## src/logic/scaler_pkg.sv

```systemverilog
// Shared widths, host opcodes and word indices
// Reset defaults for the video mode
// Host word union with command, field and raw views
package scaler_pkg;

	localparam int HOST_W = 16;
	localparam int DIM_W  = 12;
	// Top bit of an aspect field marks an absolute size
	localparam int AR_W   = 13;

	// Multiply-divide sizing, two steps per clock
	localparam int PROD_W     = 2 * DIM_W;
	localparam int MD_MUL_CYC = DIM_W / 2;
	localparam int MD_DIV_CYC = PROD_W / 2;

	localparam logic [7:0] OP_TIMING   = 8'h20;
	localparam logic [7:0] OP_VSET     = 8'h27;
	localparam logic [7:0] OP_HSET     = 8'h37;
	localparam logic [7:0] OP_ARC      = 8'h3A;
	localparam logic [7:0] OP_READBACK = 8'h40;

	localparam logic [7:0] IDX_WIDTH  = 8'd0;
	localparam logic [7:0] IDX_HEIGHT = 8'd4;

	localparam logic [DIM_W-1:0] DEF_WIDTH  = 12'd1920;
	localparam logic [DIM_W-1:0] DEF_HEIGHT = 12'd1080;

	typedef union packed {
		struct packed {
			logic [7:0] rsvd;
			logic [7:0] opcode;
		} cmd;
		struct packed {
			logic             flag;
			logic [2:0]       rsvd;
			logic [DIM_W-1:0] value;
		} fld;
		logic [HOST_W-1:0] raw;
	} host_word_u;

endpackage
```

## src/logic/scaler_host_ctrl.sv

```systemverilog
// Host command slice of the scaler control
// Receiver, mode register stage and window stage
`timescale 1ns/100ps

module scaler_host_ctrl import scaler_pkg::*;
(
	input  logic              clk_sys,
	input  logic              resetd,

	input  logic              i_io_clk,
	input  logic              i_io_uio,
	input  logic [HOST_W-1:0] i_io_din,
	input  logic [AR_W-1:0]   i_ar_x,
	input  logic [AR_W-1:0]   i_ar_y,

	output logic              o_io_ack,
	output logic [HOST_W-1:0] o_io_dout,
	output logic [DIM_W-1:0]  o_hmin,
	output logic [DIM_W-1:0]  o_hmax,
	output logic [DIM_W-1:0]  o_vmin,
	output logic [DIM_W-1:0]  o_vmax
);

logic             wr, first, uio_sync;
logic [7:0]       opcode, idx;
host_word_u       word;
logic [DIM_W-1:0] width, height, vset, hset;
logic             freescale;
logic [AR_W-1:0]  arc1x, arc1y, arc2x, arc2y;
logic [DIM_W-1:0] eff_x, eff_y;
logic             eff_abs;

host_link_rx host_link_rx_i (
	.clk_sys    (clk_sys),
	.resetd     (resetd),
	.i_io_clk   (i_io_clk),
	.i_io_uio   (i_io_uio),
	.i_io_din   (i_io_din),
	.o_io_ack   (o_io_ack),
	.o_uio_sync (uio_sync),
	.o_wr       (wr),
	.o_opcode   (opcode),
	.o_idx      (idx),
	.o_first    (first),
	.o_word     (word)
);

mode_regs mode_regs_i (
	.clk_sys     (clk_sys),
	.resetd      (resetd),
	.i_wr        (wr),
	.i_opcode    (opcode),
	.i_idx       (idx),
	.i_first     (first),
	.i_word      (word),
	.i_uio_sync  (uio_sync),
	.i_eff_x     (eff_x),
	.i_eff_y     (eff_y),
	.i_eff_abs   (eff_abs),
	.o_width     (width),
	.o_height    (height),
	.o_vset      (vset),
	.o_hset      (hset),
	.o_freescale (freescale),
	.o_arc1x     (arc1x),
	.o_arc1y     (arc1y),
	.o_arc2x     (arc2x),
	.o_arc2y     (arc2y),
	.o_io_dout   (o_io_dout)
);

ar_window ar_window_i (
	.clk_sys     (clk_sys),
	.resetd      (resetd),
	.i_width     (width),
	.i_height    (height),
	.i_vset      (vset),
	.i_hset      (hset),
	.i_freescale (freescale),
	.i_ar_x      (i_ar_x),
	.i_ar_y      (i_ar_y),
	.i_arc1x     (arc1x),
	.i_arc1y     (arc1y),
	.i_arc2x     (arc2x),
	.i_arc2y     (arc2y),
	.o_eff_x     (eff_x),
	.o_eff_y     (eff_y),
	.o_eff_abs   (eff_abs),
	.o_hmin      (o_hmin),
	.o_hmax      (o_hmax),
	.o_vmin      (o_vmin),
	.o_vmax      (o_vmax)
);

endmodule

```

## src/logic/ar_window.sv

```systemverilog
// Aspect ratio window calculation
// Effective aspect select, output size clamp
// Eight-state loop computing the centered window bounds
`timescale 1ns/100ps

module ar_window import scaler_pkg::*;
(
	input  logic             clk_sys,
	input  logic             resetd,

	input  logic [DIM_W-1:0] i_width,
	input  logic [DIM_W-1:0] i_height,
	input  logic [DIM_W-1:0] i_vset,
	input  logic [DIM_W-1:0] i_hset,
	input  logic             i_freescale,
	input  logic [AR_W-1:0]  i_ar_x,
	input  logic [AR_W-1:0]  i_ar_y,
	input  logic [AR_W-1:0]  i_arc1x,
	input  logic [AR_W-1:0]  i_arc1y,
	input  logic [AR_W-1:0]  i_arc2x,
	input  logic [AR_W-1:0]  i_arc2y,

	output logic [DIM_W-1:0] o_eff_x,
	output logic [DIM_W-1:0] o_eff_y,
	output logic             o_eff_abs,
	output logic [DIM_W-1:0] o_hmin,
	output logic [DIM_W-1:0] o_hmax,
	output logic [DIM_W-1:0] o_vmin,
	output logic [DIM_W-1:0] o_vmax
);

logic [DIM_W-1:0] out_w, out_h;
logic [DIM_W-1:0] wcalc, hcalc;
logic [DIM_W-1:0] videow, videoh;
logic [DIM_W-1:0] hoff, voff;
logic [DIM_W-1:0] md_mul1, md_mul2, md_div, md_res;
logic             md_start, md_busy;
logic [2:0]       state;

umuldiv umuldiv_i (
	.clk_sys  (clk_sys),
	.resetd   (resetd),
	.i_start  (md_start),
	.i_mul1   (md_mul1),
	.i_mul2   (md_mul2),
	.i_div    (md_div),
	.o_busy   (md_busy),
	.o_result (md_res)
);

assign hoff = (i_width - videow) >> 1;
assign voff = (i_height - videoh) >> 1;

////////////////////
// Effective aspect
always_ff @(posedge clk_sys) begin
	if (resetd) begin
		o_eff_x   <= '0;
		o_eff_y   <= '0;
		o_eff_abs <= 1'b0;
	end
	else if (i_ar_y != '0) begin
		o_eff_x   <= i_ar_x[DIM_W-1:0];
		o_eff_y   <= i_ar_y[DIM_W-1:0];
		o_eff_abs <= i_ar_x[AR_W-1] | i_ar_y[AR_W-1];
	end
	else if (i_ar_x == AR_W'(1)) begin
		o_eff_x   <= i_arc1x[DIM_W-1:0];
		o_eff_y   <= i_arc1y[DIM_W-1:0];
		o_eff_abs <= i_arc1x[AR_W-1] | i_arc1y[AR_W-1];
	end
	else if (i_ar_x == AR_W'(2)) begin
		o_eff_x   <= i_arc2x[DIM_W-1:0];
		o_eff_y   <= i_arc2y[DIM_W-1:0];
		o_eff_abs <= i_arc2x[AR_W-1] | i_arc2y[AR_W-1];
	end
	else begin
		o_eff_x   <= '0;
		o_eff_y   <= '0;
		o_eff_abs <= 1'b0;
	end
end

// Size limits apply only below the active size
always_ff @(posedge clk_sys) begin
	out_h <= (i_vset != '0 && i_vset < i_height) ? i_vset : i_height;
	out_w <= (i_hset != '0 && i_hset < i_width) ? i_hset : i_width;
end

////////////////////
// Window loop
always_ff @(posedge clk_sys) begin
	if (resetd) begin
		state    <= 3'd0;
		md_start <= 1'b0;
		o_hmin   <= '0;
		o_hmax   <= '0;
		o_vmin   <= '0;
		o_vmax   <= '0;
	end
	else begin
		md_start <= 1'b0;
		state    <= state + 3'd1;
		case (state)
			3'd0: begin
				if (i_freescale || o_eff_x == '0 || o_eff_y == '0) begin
					wcalc <= out_w;
					hcalc <= out_h;
					state <= 3'd6;
				end
				else if (o_eff_abs) begin
					wcalc <= o_eff_x;
					hcalc <= o_eff_y;
					state <= 3'd6;
				end
			end
			// Width from height
			3'd1: begin
				md_mul1  <= out_h;
				md_mul2  <= o_eff_x;
				md_div   <= o_eff_y;
				md_start <= 1'b1;
			end
			3'd2: begin
				wcalc <= md_res;
				if (md_start | md_busy)
					state <= 3'd2;
			end
			// Height from width
			3'd3: begin
				md_mul1  <= out_w;
				md_mul2  <= o_eff_y;
				md_div   <= o_eff_x;
				md_start <= 1'b1;
			end
			3'd4: begin
				hcalc <= md_res;
				if (md_start | md_busy)
					state <= 3'd4;
			end
			3'd6: begin
				videow <= (wcalc > out_w) ? out_w : wcalc;
				videoh <= (hcalc > out_h) ? out_h : hcalc;
			end
			3'd7: begin
				o_hmin <= hoff;
				o_hmax <= hoff + videow - 12'd1;
				o_vmin <= voff;
				o_vmax <= voff + videoh - 12'd1;
			end
			default: ;
		endcase
	end
end

endmodule

```

## src/logic/umuldiv.sv

```systemverilog
// Sequential unsigned multiply then divide
// Shift-and-add product, restoring division, two steps per clock
`timescale 1ns/100ps

module umuldiv import scaler_pkg::*;
(
	input  logic             clk_sys,
	input  logic             resetd,
	input  logic             i_start,
	input  logic [DIM_W-1:0] i_mul1,
	input  logic [DIM_W-1:0] i_mul2,
	input  logic [DIM_W-1:0] i_div,
	output logic             o_busy,
	output logic [DIM_W-1:0] o_result
);

logic [PROD_W-1:0] acc, mcand, quo;
logic [PROD_W-1:0] acc_1, acc_2;
logic [DIM_W-1:0]  mplier, divisor, rem;
logic [DIM_W:0]    step_1, step_2;
logic [3:0]        cnt;
logic              div_phase;

// One restoring step, quotient bit on top of the new remainder
function automatic logic [DIM_W:0] restore_step(
	input logic [DIM_W-1:0] r,
	input logic             b,
	input logic [DIM_W-1:0] d
);
	logic [DIM_W:0] sh;
	logic [DIM_W:0] diff;
	sh   = {r, b};
	diff = sh - {1'b0, d};
	if (sh >= {1'b0, d})
		return {1'b1, diff[DIM_W-1:0]};
	return {1'b0, sh[DIM_W-1:0]};
endfunction

assign acc_1  = mplier[0] ? acc + mcand : acc;
assign acc_2  = mplier[1] ? acc_1 + (mcand << 1) : acc_1;
assign step_1 = restore_step(rem, quo[PROD_W-1], divisor);
assign step_2 = restore_step(step_1[DIM_W-1:0], quo[PROD_W-2], divisor);

assign o_result = quo[DIM_W-1:0];

always_ff @(posedge clk_sys) begin
	if (resetd) begin
		o_busy    <= 1'b0;
		div_phase <= 1'b0;
		cnt       <= 4'd0;
	end
	else if (i_start) begin
		o_busy    <= 1'b1;
		div_phase <= 1'b0;
		cnt       <= 4'd0;
		acc       <= '0;
		mcand     <= {{(PROD_W-DIM_W){1'b0}}, i_mul1};
		mplier    <= i_mul2;
		divisor   <= i_div;
	end
	else if (o_busy) begin
		cnt <= cnt + 4'd1;
		if (!div_phase) begin
			acc    <= acc_2;
			mcand  <= mcand << 2;
			mplier <= mplier >> 2;
			if (cnt == 4'(MD_MUL_CYC - 1)) begin
				quo       <= acc_2;
				rem       <= '0;
				div_phase <= 1'b1;
				cnt       <= 4'd0;
			end
		end
		else begin
			rem <= step_2[DIM_W-1:0];
			quo <= {quo[PROD_W-3:0], step_1[DIM_W], step_2[DIM_W]};
			if (cnt == 4'(MD_DIV_CYC - 1)) begin
				o_busy    <= 1'b0;
				div_phase <= 1'b0;
			end
		end
	end
end

endmodule

```

## src/logic/mode_regs.sv

```systemverilog
// Video mode registers written by host data words
// Active size, size limits, free-scale flag, custom aspect ratios
// Readback of the effective aspect ratio
`timescale 1ns/100ps

module mode_regs import scaler_pkg::*;
(
	input  logic              clk_sys,
	input  logic              resetd,

	input  logic              i_wr,
	input  logic [7:0]        i_opcode,
	input  logic [7:0]        i_idx,
	input  logic              i_first,
	input  host_word_u        i_word,
	input  logic              i_uio_sync,

	input  logic [DIM_W-1:0]  i_eff_x,
	input  logic [DIM_W-1:0]  i_eff_y,
	input  logic              i_eff_abs,

	output logic [DIM_W-1:0]  o_width,
	output logic [DIM_W-1:0]  o_height,
	output logic [DIM_W-1:0]  o_vset,
	output logic [DIM_W-1:0]  o_hset,
	output logic              o_freescale,
	output logic [AR_W-1:0]   o_arc1x,
	output logic [AR_W-1:0]   o_arc1y,
	output logic [AR_W-1:0]   o_arc2x,
	output logic [AR_W-1:0]   o_arc2y,
	output logic [HOST_W-1:0] o_io_dout
);

logic [HOST_W-1:0] rb_x;
logic [HOST_W-1:0] rb_y;

// Value in the low bits, absolute flag above it
assign rb_x = {{(HOST_W-DIM_W-1){1'b0}}, i_eff_abs, i_eff_x};
assign rb_y = {{(HOST_W-DIM_W-1){1'b0}}, i_eff_abs, i_eff_y};

always_ff @(posedge clk_sys) begin
	if (resetd) begin
		o_width     <= DEF_WIDTH;
		o_height    <= DEF_HEIGHT;
		o_vset      <= '0;
		o_hset      <= '0;
		o_freescale <= 1'b0;
		o_arc1x     <= '0;
		o_arc1y     <= '0;
		o_arc2x     <= '0;
		o_arc2y     <= '0;
		o_io_dout   <= '0;
	end
	else if (!i_uio_sync) begin
		o_io_dout <= '0;
	end
	else if (i_wr) begin
		o_io_dout <= '0;
		if (!i_first) begin
			case (i_opcode)
				// Sync and blanking words are skipped
				OP_TIMING: begin
					if (i_idx == IDX_WIDTH)
						o_width <= i_word.fld.value;
					if (i_idx == IDX_HEIGHT)
						o_height <= i_word.fld.value;
				end
				OP_VSET: begin
					o_vset <= i_word.fld.value;
				end
				OP_HSET: begin
					o_hset      <= i_word.fld.value;
					o_freescale <= i_word.fld.flag;
				end
				OP_ARC: begin
					case (i_idx)
						8'd0: o_arc1x <= i_word.raw[AR_W-1:0];
						8'd1: o_arc1y <= i_word.raw[AR_W-1:0];
						8'd2: o_arc2x <= i_word.raw[AR_W-1:0];
						8'd3: o_arc2y <= i_word.raw[AR_W-1:0];
						default: ;
					endcase
				end
				OP_READBACK: begin
					if (i_idx == 8'd0)
						o_io_dout <= rb_x;
					if (i_idx == 8'd1)
						o_io_dout <= rb_y;
				end
				default: ;
			endcase
		end
	end
end

endmodule

```

## src/logic/host_link_rx.sv

```systemverilog
// Host bus receiver
// Two-stage input synchronizers, strobe detect, toggle acknowledge
// Command and data word framing with word index
`timescale 1ns/100ps

module host_link_rx import scaler_pkg::*;
(
	input  logic       clk_sys,
	input  logic       resetd,

	input  logic       i_io_clk,
	input  logic       i_io_uio,
	input  host_word_u i_io_din,
	output logic       o_io_ack,
	output logic       o_uio_sync,

	output logic       o_wr,
	output logic [7:0] o_opcode,
	output logic [7:0] o_idx,
	output logic       o_first,
	output host_word_u o_word
);

host_word_u din_s1;
host_word_u din_s2;
logic       clk_s1, clk_s2;
logic       uio_s1, uio_s2;
logic       rack;
logic       ack_q;
logic       strobe;
logic       has_cmd;
logic [7:0] cmd;
logic [7:0] cnt;

assign strobe     = clk_s2 & ~rack;
assign o_io_ack   = ack_q;
assign o_uio_sync = uio_s2;

// Data is stable while the strobe is high
always_ff @(posedge clk_sys) begin
	din_s1 <= i_io_din;
	din_s2 <= din_s1;
	o_word <= din_s2;
end

always_ff @(posedge clk_sys) begin
	if (resetd) begin
		clk_s1   <= 1'b0;
		clk_s2   <= 1'b0;
		uio_s1   <= 1'b0;
		uio_s2   <= 1'b0;
		rack     <= 1'b0;
		ack_q    <= 1'b0;
		has_cmd  <= 1'b0;
		cmd      <= 8'd0;
		cnt      <= 8'd0;
		o_wr     <= 1'b0;
		o_first  <= 1'b0;
		o_opcode <= 8'd0;
		o_idx    <= 8'd0;
	end
	else begin
		clk_s1 <= i_io_clk;
		clk_s2 <= clk_s1;
		uio_s1 <= i_io_uio;
		uio_s2 <= uio_s1;

		// Extra stage lines the ack up with readback data
		rack  <= clk_s2;
		ack_q <= rack;

		o_wr <= strobe & uio_s2;

		if (!uio_s2) begin
			has_cmd <= 1'b0;
			cmd     <= 8'd0;
			cnt     <= 8'd0;
		end
		else if (strobe) begin
			o_first <= ~has_cmd;
			if (!has_cmd) begin
				// First word of a session is the command
				has_cmd  <= 1'b1;
				cmd      <= din_s2.cmd.opcode;
				cnt      <= 8'd0;
				o_opcode <= din_s2.cmd.opcode;
				o_idx    <= 8'd0;
			end
			else begin
				cnt      <= cnt + 8'd1;
				o_opcode <= cmd;
				o_idx    <= cnt;
			end
		end
	end
end

endmodule

```

## config.mk

```make
export PLATFORM = sky130hd
export DESIGN_NAME = scaler_host_ctrl
export DESIGN_NICKNAME = d
export VERILOG_FILES = /design/src/logic/scaler_pkg.sv /design/src/logic/scaler_host_ctrl.sv /design/src/logic/ar_window.sv /design/src/logic/umuldiv.sv /design/src/logic/mode_regs.sv /design/src/logic/host_link_rx.sv
export SDC_FILE = /design/constraint.sdc
export NUM_CORES = 1
export LEC_CHECK = 0
export BUFFER_PORTS_ARGS = -buffer_cell sky130_fd_sc_hd__buf_4
export CAP_MARGIN = 20
export CORE_ASPECT_RATIO = 1.4
export CORE_MARGIN = 4
export CORE_UTILIZATION = 40
export DETAILED_ROUTE_END_ITERATION = 10
export GPL_TIMING_DRIVEN = 0
export PLACE_DENSITY = 0.59
export SYNTH_ARGS = -nofsm -noshare
export SYNTH_HDL_FRONTEND = slang
export SYNTH_SLANG_ARGS = --single-unit
```

## constraint.sdc

```tcl
create_clock -name clk_sys -period 13.5 [get_ports clk_sys]
set_input_delay 4.05 -clock clk_sys [delete_from_list [all_inputs] [get_ports clk_sys]]
set_output_delay 4.05 -clock clk_sys [all_outputs]
set_load 0.02 [all_outputs]
```

==> flow_summary.json, run 1 <==
{
  "n_antenna_cell": 0,
  "syn_to_final_growth_pct": 14.6,
  "reg2reg_depth": 21,
  "p_per_area_nw_per_um2": 186,
  "post_layout_nonfiller_instances": 3660,
  "dieArea_um2": 69900,
  "rsz0062_at_grt": "no",
  "gp_congestion": 0.898,
  "synth_commonest_cells": "dfxtp_1, nor2_1, nand2_1",
  "cts_buffers": 50,
  "worst_slew_pin_slew_ns": 1.04,
  "leakagePower_nw": 12.2,
  "cts.repair.resized": 0,
  "grt_max_degree": 25,
  "die_w_um": 225,
  "synth-main-ff-cell": "dfxtp_1",
  "required_ns": 13.84,
  "placed_area_um2": 28300,
  "port_buffers": 102,
  "numPlacedInstances": 3566,
  "grt_antenna_before_repair": 0,
  "vias": 19644,
  "ys_seq_area_share_pct": 45.0,
  "clock_skew_ns": 0.0441,
  "worst_setup_path_end_kind": "flip-flop",
  "drc_errors": 0,
  "die_h_um": 311,
  "setup_viol": 0,
  "drt_wl_total_um": 73000,
  "initial_core_util_pct": 40.6,
  "max_slew_margin_pct": 30.4,
  "async_flop_share_pct": 0,
  "syn_avg_cell_area_um2": 10.1,
  "critPathKind": "in2reg",
  "yosys-top-cells-area": "dfxtp_1, edfxtp_1, ha_1",
  "via_per_inst": 5.37,
  "layout_min_cycle_time_ns": 6.90,
  "drtIter0Drc": 972,
  "ioPinCount": 111,
  "synth_cell_type_count": 86,
  "grt_pass1_vias": 19912,
  "finalCritPeriodShare_pct": 51.1,
  "cp-start-kind": "primary input",
  "overflow": 0,
  "layout-drive-gt1-share_pct": 13.8,
  "ir_worst_vdd_mv": 0.136,
  "pre_cts_slack_ns": 5.95,
  "hold_path_class": "reg2reg",
  "dpl.hpwl_um": 56700,
  "synth-edff-count": 192,
  "nets": 3022,
  "synth_top_area_cell": "dfxtp_1",
  "clock_latency_ns": 0.64,
  "ctsHoldBuffers": 0,
  "whs_path_depth": 0,
  "root_buffer": "clkbuf_16",
  "grt_use_total_pct": 20.3,
  "rows": 110,
  "numClockSinks": 494,
  "synth_most_common_cell": "dfxtp_1",
  "postLayoutCellArea_um2": 30100,
  "cts_max_path_buffers": 3,
  "antenna_left": 0,
  "yosysWarnings": 0,
  "holdWs_ns": 0.326,
  "wire_per_inst_um": 19.9,
  "dr.pass1.iters": 5,
  "worstPathArrival_ns": 7.25,
  "path_clk_slew_ns": 0.06,
  "coreArea_um2": 64700,
  "hold_violations": 0,
  "htreeDepth": 2,
  "crit_fanout": 24,
  "cap_violations": 0,
  "ys_ff_latch": 494,
  "netlist_area_um2": 26300,
  "drv_slew": 0,
  "tritoncts": "done",
  "max_freq_mhz": 145,
  "post-cts-setup-buffer-count": 0,
  "syn_inst": 2611,
  "fin_tns_setup_ns": 0,
  "layout_setup_ws_ns": 6.60,
  "grt_pass1_wl_um": 112000,
  "synth_top_area_share_pct": 23.0,
  "status": "finished clean"
}
## critical path, stage by stage
cell and delay [ns]:
clkbuf_1 0.51, clkbuf_1 0.68, clkbuf_1 0.69, clkbuf_1 0.60, nor2_4 0.25, buf_12 0.24, buf_12 0.17
## sequential cells by signal, summed over array words and instances (netlist names), 13 cells and up
name	flops
mode_regs_i.o_arc1x	13
mode_regs_i.o_arc2y	13
mode_regs_i.o_arc1y	13
host_link_rx_i.o_word	14
mode_regs_i.o_arc2x	13
host_link_rx_i.din_s2	14
host_link_rx_i.din_s1	14
ar_window_i.umuldiv_i.mcand	24
mode_regs_i.o_io_dout	13
ar_window_i.umuldiv_i.quo	24
ar_window_i.umuldiv_i.acc	24
## cell type report
type / count / area (um2)
Timing Repair Buffer: 111 / 886
Clock inverter: 19 / 287
Buffer: 129 / 543
Fill cell: 6057 / 34600
Clock buffer: 75 / 1560
Sequential cell: 494 / 11800
Inverter: 180 / 676
Tap cell: 840 / 1050
Multi-Input combinational cell: 1812 / 13300
## through the flow
| step | power [mW] | util (%) |
|---|---|---|
| 2_1_floorplan | 3.55 | - |
| 3_3_place_gp | 4.04 | 43.4 |
| 3_5_place_dp | 4.09 | 43.7 |
| 4_1_cts | 5.64 | 46.5 |
| 5_1_grt | 5.95 | 46.5 |
| 6_report | 5.61 | 46.5 |
## where the power goes
group	switching, mW	internal (mW)	total (mW)
clock network	0.632	0.891	1.52
logic	1.24	0.934	2.18
registers	0.0965	1.81	1.91
## cell usage in the layout, fill, tap and decap left out, drive strengths merged, types with 7 or more instances in the layout
cell type,count
o21ai,106
edfxtp,192
fa,8
ha,190
inv,185
nand3,26
a211o,8
xor2,42
a21oi,154
a2111oi,7
a22o,12
a31oi,18
nor2,242
buf,140
nor3,37
clkinv,7
a22oi,12
nor2b,88
nand2,195
and3,13
a21o,65
nor3b,10
mux2i,151
nand4,21
and2,14
nor4,21
o21bai,14
mux2,145
a211oi,41
dfxtp,302
xnor2,57
o21a,13
nand2b,19
o211ai,11
clkbuf,175
## per-layer routing
layer | up-vias | GRT usage [%] | part of all wire (%)
met5 | - | 0 | 0
met4 | 0 | 11.1 | 6.1
met3 | 172 | 2.52 | 3.7
met2 | 464 | 37.7 | 53
met1 | 9470 | 22.3 | 38
li1 | 9538 | - | -
## final timing paths
kind	from	endpoint	slack, ns
worst max-delay path	resetd	ar_window_i.umuldiv_i.mcand[15]	6.60
worst max register to register	ar_window_i.umuldiv_i.divisor[1]	ar_window_i.umuldiv_i.rem[7]	8.12
worst min-delay path	host_link_rx_i.din_s1[6]	host_link_rx_i.din_s2[6]	0.33
worst min register to register	host_link_rx_i.din_s1[6]	host_link_rx_i.din_s2[6]	0.33
## cell families (layout without fill, tap and decap cells)
family	Yosys count	in the layout	share of synthesized area [%]
buffers and inverters	309	514	4.64
multiplexers	296	296	12.0
AND/OR/NAND/NOR	710	710	12.8
flip-flops	494	494	45.0
adder cells (fa/ha/maj)	198	198	9.66
AO/OA/AOI/OAI	503	503	12.6
other	1	5	0.0143
XOR/XNOR	100	100	3.39
(Power assumes the default switching activity.)
==> run 2: changes to the inputs <==
--- a/config.mk
+++ b/config.mk
@@ -12,7 +12,7 @@
 export CORE_UTILIZATION = 40
 export DETAILED_ROUTE_END_ITERATION = 10
 export GPL_TIMING_DRIVEN = 0
-export PLACE_DENSITY = 0.59
+export PLACE_DENSITY = 0.61
 export SYNTH_ARGS = -nofsm -noshare
 export SYNTH_HDL_FRONTEND = slang
 export SYNTH_SLANG_ARGS = --single-unit
==> constraint.sdc (replaced) <==
create_clock -name clk_sys -period 5.8 [get_ports clk_sys]
set_input_delay 1.74 -clock clk_sys [delete_from_list [all_inputs] [get_ports clk_sys]]
set_output_delay 1.74 -clock clk_sys [all_outputs]
set_load 0.02 [all_outputs]
==> flow_summary.json, run 2 (same netlist as run 1, synthesis figures left out) <==
{
  "path_clk_slew_ns": 0.07,
  "grt_antenna_before_repair": 0,
  "vias": 19493,
  "drc_errors": 0,
  "drtIter0Drc": 1045,
  "worstReg2RegStart": "ar_window_i.umuldiv_i.divisor[1]",
  "wl_met3_um": 2430,
  "max_freq_mhz": 190,
  "dpl.hpwl_um": 56500,
  "worst_setup_path_end_kind": "flip-flop",
  "grt_use_total_pct": 20.3,
  "grt_pass1_vias": 20367,
  "htreeDepth": 2,
  "layout_min_cycle_time_ns": 5.26,
  "wire_per_inst_um": 19.8,
  "cts_max_path_buffers": 3,
  "final_cell_mix": "dfxtp_1, nor2_1, nand2_1, edfxtp_1, ha_1",
  "pre_cts_slack_ns": 0.351,
  "overflow": 0,
  "max_slew_margin_pct": 32.0,
  "leakagePower_nw": 12.2,
  "rows": 110,
  "layout_setup_ws_ns": 0.543,
  "wl_met1_um": 27400,
  "power.internal_mw": 8.54,
  "cts_buffers": 51,
  "nets": 3021,
  "finalCritPeriodShare_pct": 90.6,
  "numClockSinks": 494,
  "power_frac_clock_pct": 27.7,
  "worstPathArrival_ns": 5.62,
  "grt_pass1_wl_um": 113000,
  "final_util_pct": 46.6,
  "crit_start": "ar_window_i.umuldiv_i.divisor[1]",
  "clock_latency_ns": 0.63,
  "ioPinCount": 111,
  "antenna_left": 0,
  "hold_violations": 0,
  "port_buffers": 102,
  "syn_to_final_growth_pct": 14.8,
  "n_fill_cell": 6091,
  "cap_violations": 0,
  "die_w_um": 225,
  "clock_skew_ns": 0.0469,
  "p_sw_share_pct": 35.1,
  "hold_path_class": "reg2reg",
  "p_sw_mw": 4.62,
  "gp_congestion": 0.945,
  "setup_viol": 0,
  "drt_wl_total_um": 72500,
  "dieArea_um2": 69900,
  "ctsHoldBuffers": 0,
  "via_per_inst": 5.33,
  "layout_commonest_cell": "dfxtp_1",
  "p_per_area_nw_per_um2": 436,
  "die_h_um": 311,
  "seq_power_share_pct": 33.8,
  "power_frac_comb_pct": 38.5,
  "ir_worst_vdd_mv": 0.285,
  "drv_slew": 0,
  "worst_slew_pin_slew_ns": 1.02,
  "fin_tns_setup_ns": 0,
  "n_antenna_cell": 0,
  "highest_layer": "met4",
  "layout-drive-gt1-share_pct": 13.9,
  "critPathKind": "reg2reg",
  "dr.pass1.iters": 5,
  "required_ns": 6.17,
  "min-delay-start": "host_link_rx_i.din_s1[1]",
  "post-cts-setup-buffer-count": 0,
  "largest_registers": "ar_window_i.umuldiv_i.acc: 24 flops, ar_window_i.umuldiv_i.mcand: 24 flops, ar_window_i.umuldiv_i.quo: 24 flops",
  "grt_max_degree": 28,
  "root_buffer": "clkbuf_16",
  "crit_fanout": 10,
  "coreArea_um2": 64700,
  "wl_met2_um": 38200,
  "initial_core_util_pct": 40.6,
  "tritoncts": "done",
  "status": "finished clean",
  "cp-start-kind": "flip-flop",
  "rsz0062_at_grt": "no"
}
==> run 2: per-layer routing <==
metal	global-route usage (%)	up-vias
met5	0	-
met4	11.0	0
met3	2.84	175
met2	38.2	411
met1	21.6	9363
li1	-	9544
==> run 2: cell type report <==
cell class	count	area (um2)	area share, %
multi-input combinational	1812	13300	44.1
clock buffer	68	1490	4.94
timing repair buffer	109	886	2.94
sequential	494	11800	39.2
buffer	129	543	1.80
clock inverter	28	395	1.31
inverter	180	676	2.24
tap	840	1050	3.49
==> run 2: final timing paths <==
kind                                  end  slack [ns]  depth (start not counted)
min reg2reg      host_link_rx_i.din_s2[1]        0.33                          0
min              host_link_rx_i.din_s2[1]        0.33                          0
max          ar_window_i.umuldiv_i.rem[8]        0.54                         21
max reg2reg  ar_window_i.umuldiv_i.rem[8]        0.54                         21
==> run 2: what timing repair did <==
item | CTS | global route
resized for setup | 0 | 1
endpoints found under the setup margin | 0 | 1
endpoints found under the hold margin | 0 | 0
==> run 2: critical path: stages (launching register included) <==
cell	delay, ns
edfxtp_1	0.37
inv_1	0.17
ha_1	0.27
nor2b_1	0.17
o21bai_4	0.13
a21oi_2	0.09
o2111ai_2	0.27
a31oi_1	0.18
nor3_4	0.32
buf_4	0.28
mux2i_1	0.39
ha_1	0.31
nor2b_1	0.13
o21ai_1	0.16
a21oi_1	0.11
o41a_1	0.37
nand4_1	0.14
a31oi_1	0.17
a211oi_4	0.47
buf_8	0.22
mux2i_1	0.23
nor2b_1	0.06
==> run 2: per-stage QoR <==
stage	cell area [um2]	hold WS [ns]	total power, mW	instances
after floorplan	26300	0.310	8.27	2615
after global placement	28100	0.310	9.40	3557
after detailed placement	28300	0.312	9.53	3564
after CTS	30100	0.327	13.2	3660
after global routing	30200	0.335	14.0	3660
final	30200	0.326	13.2	3660
==> run 2: power by group through the flow <==
stage / combinational [mW] / sequential (mW) / clock, mW
floorplan: 3.81 / 4.46 / 0
global placement: 4.87 / 4.54 / 0
detailed placement: 5.01 / 4.52 / 0
CTS: 5.07 / 4.45 / 3.71
global route: 5.64 / 4.48 / 3.84
finish: 5.06 / 4.45 / 3.64
==> run 3: changes to the inputs <==
--- a/config.mk
+++ b/config.mk
@@ -10,9 +10,10 @@
 export CORE_ASPECT_RATIO = 1.4
 export CORE_MARGIN = 4
 export CORE_UTILIZATION = 40
+export CTS_BUF_LIST = sky130_fd_sc_hd__clkbuf_4 sky130_fd_sc_hd__clkbuf_8 sky130_fd_sc_hd__clkbuf_16
 export DETAILED_ROUTE_END_ITERATION = 10
 export GPL_TIMING_DRIVEN = 0
-export PLACE_DENSITY = 0.61
+export PLACE_DENSITY = 0.59
 export SYNTH_ARGS = -nofsm -noshare
 export SYNTH_HDL_FRONTEND = slang
 export SYNTH_SLANG_ARGS = --single-unit
==> flow_summary.json, run 3 (same netlist as run 1, synthesis figures left out) <==
{
  "vias": 19570,
  "hold_path_class": "reg2reg",
  "drt_wl_total_um": 72900,
  "final_cell_mix": "dfxtp_1, nor2_1, nand2_1, edfxtp_1, ha_1",
  "grt_max_degree": 22,
  "p_per_area_nw_per_um2": 431,
  "via_per_inst": 5.35,
  "gp_congestion": 0.905,
  "crit_path_max_incr_delay_ns": 0.44,
  "ioPinCount": 111,
  "total_power_mw": 13.0,
  "max_freq_mhz": 189,
  "rsz0062_at_grt": "no",
  "htreeDepth": 2,
  "required_ns": 6.16,
  "final_util_pct": 46.4,
  "grt_pass1_wl_um": 112000,
  "drtIter0Drc": 1067,
  "clock_skew_ns": 0.0454,
  "die_w_um": 225,
  "path_clk_slew_ns": 0.07,
  "critPathSlowestCell": "edfxtp_1",
  "cts_max_path_buffers": 3,
  "antenna_left": 0,
  "dpl.hpwl_um": 56600,
  "layout_commonest_cell": "dfxtp_1",
  "clock_latency_ns": 0.62,
  "initial_core_util_pct": 40.6,
  "post-cts-setup-buffer-count": 0,
  "crit_chain": "ha_1 > fa_1 > a21oi_1 > o21a_1 > o21ai_1 > a41oi_1 > xnor2_1 > mux2_2 > ha_1 > clkbuf_1 > and3_1 > a31o_2 > nor3_2 > nand2_1 > a211oi_1 > nor2_1 > mux2i_1 > o211ai_1 > mux2_2",
  "crit_family": "compound AO/OA/AOI/OAI gates",
  "crit_buf_inv": 1,
  "grt_pass1_vias": 19913,
  "cap_violations": 0,
  "worst_slew_pin_slew_ns": 1.05,
  "n_antenna_cell": 0,
  "coreArea_um2": 64700,
  "n_fill_cell": 6103,
  "drv_slew": 0,
  "hold_violations": 0,
  "cts_buffers": 49,
  "layout-drive-gt1-share_pct": 14.0,
  "largest_registers": "ar_window_i.umuldiv_i.acc: 24 flops, ar_window_i.umuldiv_i.mcand: 24 flops, ar_window_i.umuldiv_i.quo: 24 flops",
  "fin_tns_setup_ns": 0,
  "numClockSinks": 494,
  "dieArea_um2": 69900,
  "setup_viol": 0,
  "worstPathArrival_ns": 5.64,
  "wire_per_inst_um": 19.9,
  "worst_setup_path_end_kind": "flip-flop",
  "crit_fanout": 8,
  "grt_antenna_before_repair": 0,
  "ir_worst_vdd_mv": 0.363,
  "finalCritPeriodShare_pct": 91.1,
  "root_buffer": "clkbuf_16",
  "rows": 110,
  "leakagePower_nw": 12.2,
  "die_h_um": 311,
  "grt_use_total_pct": 20.3,
  "cp-start-kind": "flip-flop",
  "dr.pass1.iters": 7,
  "holdWs_ns": 0.324,
  "drc_errors": 0,
  "nets": 3019,
  "max_slew_margin_pct": 30.3,
  "syn_to_final_growth_pct": 14.3,
  "status": "finished clean",
  "tritoncts": "done",
  "layout_min_cycle_time_ns": 5.28,
  "overflow": 0,
  "critPathKind": "reg2reg",
  "port_buffers": 102
}
==> run 3: cell types whose count changed in the layout (fill, tap and decap cells not counted), sizes merged <==
cell	change
inv	-2
clkinv	-5
clkinvlp	+2
bufinv	-2
clkbuf	+2
==> run 3: report_power, final <==
part           internal, mW  switching [mW]  total [mW]  leakage (nW)
sequential             4.22           0.225        4.44          4.25
combinational          2.18            2.90        5.08          7.03
clock                  2.00            1.44        3.44         0.875
total                  8.40            4.56        13.0          12.2
==> run 3: routing by layer <==
layer	track usage, %	wire length (um)	up-vias
met1	22.3	27300	9419
met4	9.90	3940	0
met3	2.63	2960	149
li1	-	-	9555
met5	0	0	-
met2	38.2	38600	447
==> run 3: worst paths after layout <==
kind / from / to / slack, ns / cells past startpoint
max: ar_window_i.umuldiv_i.mcand[0] / ar_window_i.umuldiv_i.quo[21] / 0.52 / 19
min: host_link_rx_i.din_s1[3] / host_link_rx_i.din_s2[3] / 0.32 / 0
max reg2reg: ar_window_i.umuldiv_i.mcand[0] / ar_window_i.umuldiv_i.quo[21] / 0.52 / 19
min reg2reg: host_link_rx_i.din_s1[3] / host_link_rx_i.din_s2[3] / 0.32 / 0
==> run 3: cell type report <==
class	count	area, um2	share of cell area (%)
multi-input combinational	1812	13300	44.3
sequential	494	11800	39.3
clock buffer	70	1460	4.87
tap	840	1050	3.50
timing repair buffer	109	902	3.00
inverter	180	676	2.25
buffer	129	543	1.81
clock inverter	21	284	0.946
==> run 3: metrics by stage <==
step / cells / cell area (um2) / setup WS (ns)
3_3_place_gp: 3557 / 28100 / -2.21
2_1_floorplan: 2615 / 26300 / 0.269
4_1_cts: 3655 / 30000 / 0.327
5_1_grt: 3655 / 30000 / 0.0737
3_5_place_dp: 3564 / 28300 / 0.358
6_report: 3655 / 30000 / 0.518
==> run 3: timing repair <==
item / in CTS / in global routing
resized for setup: 0 / 1
endpoints found under the setup margin: 0 / 2
hold buffers: 0 / 0
hold endpoints to repair: 0 / 0
==> run 3: worst register-to-register path, cell delays in order, from the launching register on <==
cell and delay [ns]:
edfxtp_1 0.44, ha_1 0.26, fa_1 0.42, a21oi_1 0.28, o21a_1 0.29, o21ai_1 0.15, a41oi_1 0.39, xnor2_1 0.11
mux2_2 0.30, ha_1 0.27, clkbuf_1 0.19, and3_1 0.26, a31o_2 0.25, nor3_2 0.22, nand2_1 0.17, a211oi_1 0.26
nor2_1 0.11, mux2i_1 0.18, o211ai_1 0.16, mux2_2 0.30
